### src/rv_exec_pkg.sv
package rv_exec_pkg;

    localparam int XLEN = 32; // shift amounts and funct7 decoding assume 32 bits.

    typedef logic [XLEN-1:0] word_t;
    typedef logic [2:0]      funct3_t;
    typedef logic [6:0]      funct7_t;

    typedef enum logic [6:0] {
        OP_LUI    = 7'b0110111,
        OP_AUIPC  = 7'b0010111,
        OP_JAL    = 7'b1101111,
        OP_JALR   = 7'b1100111,
        OP_BRANCH = 7'b1100011,
        OP_LOAD   = 7'b0000011,
        OP_STORE  = 7'b0100011,
        OP_IMM    = 7'b0010011,
        OP_REG    = 7'b0110011
    } opcode_e;

    localparam funct3_t F3_ADD  = 3'b000;
    localparam funct3_t F3_SLL  = 3'b001;
    localparam funct3_t F3_SLT  = 3'b010;
    localparam funct3_t F3_SLTU = 3'b011;
    localparam funct3_t F3_XOR  = 3'b100;
    localparam funct3_t F3_SR   = 3'b101; // SRL or SRA, picked by funct7 or imm.
    localparam funct3_t F3_OR   = 3'b110;
    localparam funct3_t F3_AND  = 3'b111;

    localparam funct3_t F3_BEQ  = 3'b000;
    localparam funct3_t F3_BNE  = 3'b001;
    localparam funct3_t F3_BLT  = 3'b100;
    localparam funct3_t F3_BGE  = 3'b101;
    localparam funct3_t F3_BLTU = 3'b110;
    localparam funct3_t F3_BGEU = 3'b111;

    typedef enum logic [1:0] {
        IDLE,
        EXEC,
        MEM_WAIT,
        DONE
    } ctrl_state_e;

endpackage

### src/mem_bus_if.sv
`timescale 1ns/1ns

interface mem_bus_if
    import rv_exec_pkg::*;
();

    logic  req;
    logic  we;
    word_t addr;  // byte address, only whole words are served.
    word_t wdata;
    word_t rdata;
    logic  ready; // one-cycle pulse, rdata is valid with it.

    modport master (output req, we, addr, wdata, input rdata, ready);
    modport slave  (input req, we, addr, wdata, output rdata, ready);

endinterface

### src/mem_wait_counter.sv
`timescale 1ns/1ns

module mem_wait_counter #(
    parameter int LATENCY = 2
) (
    input  logic clk,
    input  logic rst_n,
    input  logic start,
    output logic busy,
    output logic done
);

    localparam int CNT_W = $clog2(LATENCY + 1);

    logic [CNT_W-1:0] count;

    always_ff @(posedge clk or negedge rst_n) begin
        if (!rst_n) begin
            count <= '0;
        end else if (start) begin
            count <= CNT_W'(LATENCY);
        end else if (count != '0) begin
            count <= count - CNT_W'(1);
        end
    end

    assign busy = (count != '0);
    assign done = (count == CNT_W'(1)); // last cycle of the wait.

endmodule

### src/data_mem.sv
`timescale 1ns/1ns

module data_mem
    import rv_exec_pkg::*;
#(
    parameter int DEPTH   = 64,
    parameter int LATENCY = 2
) (
    input  logic     clk,
    input  logic     rst_n,
    mem_bus_if.slave bus
);

    localparam int IDX_W = (DEPTH > 1) ? $clog2(DEPTH) : 1;

    word_t            mem [DEPTH];
    logic [IDX_W-1:0] word_idx;
    logic             start;
    logic             busy;
    logic             done;

    assign word_idx = IDX_W'((bus.addr >> 2) % DEPTH);

    // the ready term keeps a request that is still high from restarting the wait.
    assign start = bus.req && !busy && !bus.ready;

    mem_wait_counter #(
        .LATENCY (LATENCY)
    ) u_wait (
        .clk   (clk),
        .rst_n (rst_n),
        .start (start),
        .busy  (busy),
        .done  (done)
    );

    always_ff @(posedge clk or negedge rst_n) begin
        if (!rst_n) begin
            for (int i = 0; i < DEPTH; i++) begin
                mem[i] <= '0;
            end
            bus.ready <= 1'b0;
            bus.rdata <= '0;
        end else begin
            bus.ready <= done;
            if (done) begin
                bus.rdata <= mem[word_idx]; // a store returns the old word.
                if (bus.we) begin
                    mem[word_idx] <= bus.wdata;
                end
            end
        end
    end

endmodule

### src/int_alu.sv
`timescale 1ns/1ns

module int_alu
    import rv_exec_pkg::*;
(
    input  opcode_e op,
    input  funct3_t funct3,
    input  funct7_t funct7,
    input  word_t   pc_in,
    input  word_t   rs1,
    input  word_t   rs2,
    input  word_t   imm,
    output word_t   result
);

    word_t      op_b;
    word_t      alu_out;
    logic [4:0] shamt;
    logic       sub_sel;
    logic       sra_sel;
    logic       slt;
    logic       sltu;

    assign op_b    = (op == OP_REG) ? rs2 : imm;
    assign shamt   = op_b[4:0];
    assign sub_sel = (op == OP_REG) && funct7[5]; // OP-IMM has no subtract.
    assign sra_sel = (op == OP_REG) ? funct7[5] : imm[10];
    assign slt     = $signed(rs1) < $signed(op_b);
    assign sltu    = rs1 < op_b;

    always_comb begin
        case (funct3)
            F3_ADD:  alu_out = sub_sel ? (rs1 - op_b) : (rs1 + op_b);
            F3_SLL:  alu_out = rs1 << shamt;
            F3_SLT:  alu_out = {{(XLEN-1){1'b0}}, slt};
            F3_SLTU: alu_out = {{(XLEN-1){1'b0}}, sltu};
            F3_XOR:  alu_out = rs1 ^ op_b;
            F3_SR:   alu_out = sra_sel ? word_t'($signed(rs1) >>> shamt) : (rs1 >> shamt);
            F3_OR:   alu_out = rs1 | op_b;
            F3_AND:  alu_out = rs1 & op_b;
            default: alu_out = '0;
        endcase
    end

    always_comb begin
        case (op)
            OP_LUI:   result = imm; // the decoder has already shifted the immediate.
            OP_AUIPC: result = pc_in + imm;
            default:  result = alu_out;
        endcase
    end

endmodule

### src/branch_unit.sv
`timescale 1ns/1ns

module branch_unit
    import rv_exec_pkg::*;
(
    input  opcode_e op,
    input  funct3_t funct3,
    input  word_t   pc_in,
    input  word_t   rs1,
    input  word_t   rs2,
    input  word_t   imm,
    output word_t   next_pc,
    output word_t   link_value,
    output logic    taken
);

    word_t jalr_sum;
    logic  cond;

    assign jalr_sum   = rs1 + imm;
    assign link_value = pc_in + 32'd4;

    always_comb begin
        case (funct3)
            F3_BEQ:  cond = (rs1 == rs2);
            F3_BNE:  cond = (rs1 != rs2);
            F3_BLT:  cond = $signed(rs1) < $signed(rs2);
            F3_BGE:  cond = $signed(rs1) >= $signed(rs2);
            F3_BLTU: cond = rs1 < rs2;
            F3_BGEU: cond = rs1 >= rs2;
            default: cond = 1'b0; // funct3 2 and 3 are not branches.
        endcase
    end

    always_comb begin
        case (op)
            OP_JAL:    next_pc = pc_in + imm;
            OP_JALR:   next_pc = {jalr_sum[XLEN-1:1], 1'b0};
            OP_BRANCH: next_pc = cond ? (pc_in + imm) : link_value;
            default:   next_pc = link_value;
        endcase
    end

    assign taken = (op == OP_JAL) || (op == OP_JALR) || ((op == OP_BRANCH) && cond);

endmodule

### src/exec_ctrl.sv
`timescale 1ns/1ns

module exec_ctrl
    import rv_exec_pkg::*;
(
    input  logic      clk,
    input  logic      rst_n,
    input  logic      en,
    input  opcode_e   op,
    input  word_t     rs1,
    input  word_t     rs2,
    input  word_t     imm,
    input  word_t     alu_result,
    input  word_t     next_pc,
    input  word_t     link_value,
    input  logic      taken,
    output word_t     pc_out,
    output word_t     val_out,
    output logic      flush_pipeline,
    output logic      ready,
    mem_bus_if.master bus
);

    ctrl_state_e state;
    logic        is_mem;
    word_t       mem_addr;

    assign is_mem   = (op == OP_LOAD) || (op == OP_STORE);
    assign mem_addr = rs1 + imm;

    always_ff @(posedge clk or negedge rst_n) begin
        if (!rst_n) begin
            state          <= IDLE;
            ready          <= 1'b0;
            flush_pipeline <= 1'b0;
            bus.req        <= 1'b0;
            bus.we         <= 1'b0;
            val_out        <= '0;
            pc_out         <= '0;
        end else if (!en) begin
            state          <= IDLE; // dropping en ends the instruction.
            ready          <= 1'b0;
            flush_pipeline <= 1'b0;
            bus.req        <= 1'b0;
        end else begin
            case (state)
                IDLE: begin
                    if (is_mem) begin
                        bus.req <= 1'b1;
                        bus.we  <= (op == OP_STORE);
                        state   <= MEM_WAIT;
                    end else begin
                        state <= EXEC;
                    end
                end
                EXEC: begin
                    if (op == OP_JAL || op == OP_JALR) begin
                        val_out <= link_value;
                    end else if (op != OP_BRANCH) begin
                        val_out <= alu_result; // branches keep the old value.
                    end
                    pc_out         <= next_pc;
                    flush_pipeline <= taken;
                    state          <= DONE;
                end
                MEM_WAIT: begin
                    if (bus.ready) begin
                        bus.req <= 1'b0;
                        if (op == OP_LOAD) begin
                            val_out <= bus.rdata;
                        end
                        pc_out <= next_pc; // pc plus 4 for loads and stores.
                        state  <= DONE;
                    end
                end
                DONE: begin
                    ready <= 1'b1; // held until en falls.
                end
                default: begin
                    state <= IDLE;
                end
            endcase
        end
    end

    // address and store data are latched once and held for the whole request.
    always_ff @(posedge clk) begin
        if (state == IDLE && en && is_mem) begin
            bus.addr  <= mem_addr;
            bus.wdata <= rs2;
        end
    end

endmodule

### src/exec_top.sv
`timescale 1ns/1ns

module exec_top
    import rv_exec_pkg::*;
#(
    parameter int MEM_DEPTH   = 64,
    parameter int MEM_LATENCY = 2
) (
    input  logic    clk,
    input  logic    rst_n,
    input  logic    en,
    input  opcode_e op,
    input  funct3_t funct3,
    input  funct7_t funct7,
    input  word_t   pc_in,
    input  word_t   rs1,
    input  word_t   rs2,
    input  word_t   imm,
    output word_t   pc_out,
    output word_t   val_out,
    output logic    flush_pipeline,
    output logic    ready
);

    word_t alu_result;
    word_t next_pc;
    word_t link_value;
    logic  taken;

    mem_bus_if mem_bus ();

    int_alu u_alu (
        .op     (op),
        .funct3 (funct3),
        .funct7 (funct7),
        .pc_in  (pc_in),
        .rs1    (rs1),
        .rs2    (rs2),
        .imm    (imm),
        .result (alu_result)
    );

    branch_unit u_branch (
        .op         (op),
        .funct3     (funct3),
        .pc_in      (pc_in),
        .rs1        (rs1),
        .rs2        (rs2),
        .imm        (imm),
        .next_pc    (next_pc),
        .link_value (link_value),
        .taken      (taken)
    );

    exec_ctrl u_ctrl (
        .clk            (clk),
        .rst_n          (rst_n),
        .en             (en),
        .op             (op),
        .rs1            (rs1),
        .rs2            (rs2),
        .imm            (imm),
        .alu_result     (alu_result),
        .next_pc        (next_pc),
        .link_value     (link_value),
        .taken          (taken),
        .pc_out         (pc_out),
        .val_out        (val_out),
        .flush_pipeline (flush_pipeline),
        .ready          (ready),
        .bus            (mem_bus.master)
    );

    data_mem #(
        .DEPTH   (MEM_DEPTH),
        .LATENCY (MEM_LATENCY)
    ) u_mem (
        .clk   (clk),
        .rst_n (rst_n),
        .bus   (mem_bus.slave)
    );

endmodule

### config.mk
export PLATFORM = sky130hd
export DESIGN_NAME = exec_top
export DESIGN_NICKNAME = d
export VERILOG_FILES = /design/src/rv_exec_pkg.sv /design/src/mem_bus_if.sv /design/src/mem_wait_counter.sv /design/src/data_mem.sv /design/src/int_alu.sv /design/src/branch_unit.sv /design/src/exec_ctrl.sv /design/src/exec_top.sv
export SDC_FILE = /design/constraint.sdc
export NUM_CORES = 2
export LEC_CHECK = 0
export BUFFER_PORTS_ARGS = -buffer_cell sky130_fd_sc_hd__buf_2
export CORE_MARGIN = 1.5
export CORE_UTILIZATION = 29
export CTS_CLUSTER_DIAMETER = 50
export CTS_CLUSTER_SIZE = 8
export DETAILED_ROUTE_END_ITERATION = 7
export PLACE_DENSITY = 0.46
export SETUP_SLACK_MARGIN = 0.02
export SYNTH_ARGS = -nofsm -noshare
export SYNTH_HDL_FRONTEND = slang
export SYNTH_SLANG_ARGS = --single-unit
### constraint.sdc
create_clock -name clk -period 5 [get_ports clk]
set_clock_uncertainty 0.1 [all_clocks]
set_input_delay 0.75 -clock clk [delete_from_list [all_inputs] [get_ports clk]]
set_output_delay 0.75 -clock clk [all_outputs]
set_load 0.01 [all_outputs]
==> qor.csv <==
stage;metric;value;unit
run_status;result of the run;complete, no violations;
logic_synthesis;nets in the synthesized netlist;9704;
timing;unrepaired setup endpoints after global routing;false;
routing;Vias per Instance;5.62;
clock_tree;total number of clock tree sinks;2191;
clock_tree;clock-pin slew on the worst setup and hold paths;0.05;ns
critical_path;sort of element at the end of the critical path;register;
floorplanning;vertical extent of the die;629;µm
logic_synthesis;summed instance area of the synthesized netlist;114000;µm²
logic_synthesis;number of enable flip-flop cells after synthesis;38;
logic_synthesis;number of warning messages in the yosys log;0;
clock_tree;CTS Root Cell;clkbuf_16;
timing;part of the cycle the worst path needs;97.7;%
placed_design;number of buffers added on ports;207;
cells_and_area;highest-count cells in the layout ignoring fill and taps;mux2_2 (2,207), dfrtp_1 (2,153), buf_4 (668);
flow_run;max-capacitance violation count;0;
critical_path;Crit path buffers/inverters;5;
clock_tree;worst-skew pair later-pin latency;0.98;ns
power_and_ir_drop;P_leak;63.3;nW
cells_and_area;layout cell share with drive strength beyond 1;40.3;%
timing;achievable clock frequency;205;MHz
grt;global-route wire length before repair;682000;µm
timing;Slew Limit Fails;0;
cells_and_area;leading cell type in the layout, fill and taps excluded;mux2_2;
critical_path;worst setup slack for register-to-register paths;0.16;ns
grt;Global Route Usage Sum;23.8;%
routing;first drt pass iteration count;7;
logic_synthesis;Post-synth ARST share;98.3;%
critical_path;critical path arrival;5.52;ns
timing;Setup-failing EPs final;0;
placed_design;final weighted congestion of routability-driven global placement;1.04;
power_and_ir_drop;power per cell area;345;nW/µm²
grt;number of global-route vias before repair;87700;
critical_path;CP Class;in2reg;
routing;initial drt markers;7693;
critical_path;master of the slowest instance on the critical path;a222oi_1;
clock_tree;number of buffers on the longest clock path;4;
critical_path;largest stage delay on the critical path;0.92;ns
routing;post-route ant nets;0;
floorplanning;total I/O pin count;214;
critical_path;CP required;5.64;ns
routing;routed wirelength normalized by instance count;31.8;µm
logic_synthesis;flip-flop and latch count after synthesis;2191;
floorplanning;effective utilization at floorplan;29.2;%
timing;Final Hold Violating Endpoints;0;
grt;global route total overflow;0;
logic_synthesis;gate count of the mapped netlist;9361;
timing;TNS Setup;0;ns
critical_path;Critical Path, Cell by Cell;dlygate4sd3_1 -> buf_2 -> inv_1 -> ha_1 -> o21ai_0 -> nand2b_1 -> a311o_1 -> a211oi_1 -> buf_4 -> and3_1 -> a311o_1 -> nand3b_1 -> buf_12 -> a22o_1 -> a222oi_1 -> o21ai_0;
clock_tree;post-cts gate resize count;0;
power_and_ir_drop;peak supply drop;0.000285;V
cells_and_area;net count of the finished layout;10200;
clock_tree;H-tree levels;5;
logic_synthesis;Yosys cell types;97;
floorplanning;die outline width;629;µm
floorplanning;Core ar.;390000;µm²
grt;antenna violations before repair;43;
routing;DRC viols;0;
clock_tree;TritonCTS Buffers;344;
logic_synthesis;average cell area after synthesis;12.2;µm²
logic_synthesis;most used flip-flop cell after synthesis;dfrtp_1;
routing;Total Routed Length;484000;µm
floorplanning;full die area;396000;µm²
hold_path;class of the most critical hold timing path;in2reg;
critical_path;cell family with most CP delay;compound AO/OA/AOI/OAI gates;
critical_path;startpoint type of the worst setup path;input pin;
logic_synthesis;sequential cell area fraction in the yosys report;48.4;%
critical_path;crit-path max FO;11;
timing;worst slew margin relative to its limit;2.89;%
grt;pin count of the biggest net entering global routing;126;
clock_tree;clock tree from TritonCTS;done;
cells_and_area;relative area change from synthesis to final layout;19.8;%
timing;Worst Tran Pin Value;1.46;ns
placed_design;standard cell area after detailed placement;126000;µm²
floorplanning;placement row count;229;
timing;final hold slack;0.0662;ns
routing;total number of vias;85700;
placed_design;detailed-placement wirelength estimate;326000;µm
cells_and_area;final design instance area without fill;136000;µm²
timing;final critical path time including I/O delays and setup;4.88;ns
==> logic make-up (layout without fill, tap and decap cells) <==
logic type / Yosys count / count (layout) / synth area share [%]
flops: 2191 / 2191 / 48.4
xor+xnor: 119 / 119 / 0.916
compound gates: 1830 / 1830 / 10.7
fa+ha+maj: 195 / 195 / 2.16
other cells: 0 / 16 / 0
simple gates: 1296 / 1296 / 5.17
buf+inv: 1010 / 1669 / 3.44
mux: 2720 / 2720 / 29.2
==> timing repair <==
item | CTS | global route
buffers inserted | 0 | 0
endpoints found under the hold margin | 83 | 0
hold buffers | 25 | 0
==> cell usage after synthesis, types with 13 or more instances <==
| library cell | number | area [µm²] |
|---|---|---|
| o21bai_1 | 19 | 143 |
| nor4_1 | 22 | 138 |
| o21ai_1 | 18 | 90.1 |
| a21o_1 | 48 | 360 |
| mux2i_1 | 254 | 2540 |
| o221ai_1 | 53 | 464 |
| nand3_1 | 158 | 791 |
| nand2b_1 | 32 | 200 |
| buf_2 | 63 | 315 |
| nand4_1 | 36 | 225 |
| edfxtp_1 | 38 | 1140 |
| o211ai_1 | 77 | 578 |
| a32oi_1 | 13 | 114 |
| o21a_1 | 17 | 128 |
| o22ai_1 | 71 | 444 |
| a22oi_1 | 122 | 916 |
| nor2b_1 | 30 | 188 |
| clkbuf_1 | 664 | 2490 |
| mux2_2 | 2207 | 24900 |
| nor3_1 | 59 | 295 |
| a221oi_1 | 148 | 1300 |
| a2111oi_0 | 14 | 123 |
| a22o_1 | 32 | 280 |
| a21oi_1 | 438 | 2190 |
| and2_1 | 28 | 175 |
| mux4_2 | 259 | 5830 |
| or3_1 | 13 | 81.3 |
| xnor2_1 | 83 | 727 |
| ha_1 | 192 | 2400 |
| inv_1 | 166 | 623 |
| xor2_1 | 36 | 315 |
| nor2_1 | 404 | 1520 |
| o2111ai_1 | 13 | 114 |
| dfrtp_1 | 2153 | 53900 |
| nand2_1 | 424 | 1590 |
| a31oi_1 | 71 | 444 |
| a211oi_1 | 66 | 495 |
| o31ai_1 | 23 | 173 |
| o22a_1 | 16 | 140 |
| and3_1 | 40 | 250 |
| o21ai_0 | 392 | 1960 |
| a221o_1 | 36 | 360 |
| a311oi_1 | 13 | 114 |
| buf_1 | 103 | 387 |
==> flip-flops by register name (all words and copies together) (netlist names), 2 cells and up <==
| signal | cells |
|---|---|
| u_mem.mem | 2048 |
| u_mem.u_wait.count | 2 |
| u_ctrl.bus.addr | 6 |
| u_ctrl.bus.wdata | 32 |
| u_ctrl.val_out | 32 |
| u_mem.bus.rdata | 32 |
| u_ctrl.state | 2 |
| u_ctrl.pc_out | 32 |
==> area by class of cell <==
type | count | area (µm²)
clock buffers | 436 | 9440
multi-input cells | 6160 | 55400
clock inverters | 55 | 762
well taps | 5197 | 6500
flip-flops and latches | 2191 | 55000
inverters | 171 | 651
repair buffers | 1007 | 8460
fillers | 38300 | 253000
diodes | 16 | 40.0
==> metrics by stage <==
step                      total power [mW]  setup slack, ns  cells  utilization [%]
after detailed placement              25.2           -0.262  14700             32.3
after CTS                             47.4            0.289  15200             35.0
after floorplan                       21.7           0.0819   9361                -
final                                 47.1            0.117  15200             35.0
after global routing                  48.6            0.101  15200             35.0
after global placement                25.2           -0.202  14700             32.3
==> layer usage <==
| layer | GRT usage (%) | vias to the layer above | wire length (µm) | part of all wire [%] |
|---|---|---|---|---|
| met5 | 0 | - | 76 | 0.016 |
| met4 | 11.1 | 12 | 25800 | 5.3 |
| met3 | 4.06 | 893 | 32700 | 6.8 |
| met2 | 37.4 | 3361 | 218000 | 45 |
| met1 | 32.0 | 45700 | 207000 | 43 |
| li1 | - | 35700 | - | - |
==> worst paths after layout <==
| path | depth (start not counted) | startpoint | to |
|---|---|---|---|
| setup / recovery | 16 | rs2[20] | u_ctrl.pc_out[3]$_DFFE_PN0P_ |
| hold / removal | 1 | rs2[12] | u_ctrl.bus.wdata[12]$_DFFE_PP_ |
| setup reg to reg | 9 | u_ctrl.bus.addr[4]$_DFFE_PP_ | u_mem.bus.rdata[6]$_DFFE_PN0P_ |
| hold reg to reg | 2 | u_ctrl.pc_out[3]$_DFFE_PN0P_ | u_ctrl.pc_out[3]$_DFFE_PN0P_ |
| max in group asynchronous | 3 | rst_n | u_mem.mem[130]$_DFFE_PN0P_ |
| min in group asynchronous | 2 | rst_n | u_mem.mem[188]$_DFFE_PN0P_ |
==> power by group <==
| part | total [mW] | leakage, nW | internal [mW] | switching [mW] |
|---|---|---|---|---|
| sequential | 19.3 | 30.2 | 18.5 | 0.802 |
| clock | 21.9 | 4.98 | 13.4 | 8.52 |
| combinational | 5.88 | 28.1 | 2.03 | 3.85 |
No activity file was read; power rests on OpenSTA's default activity.
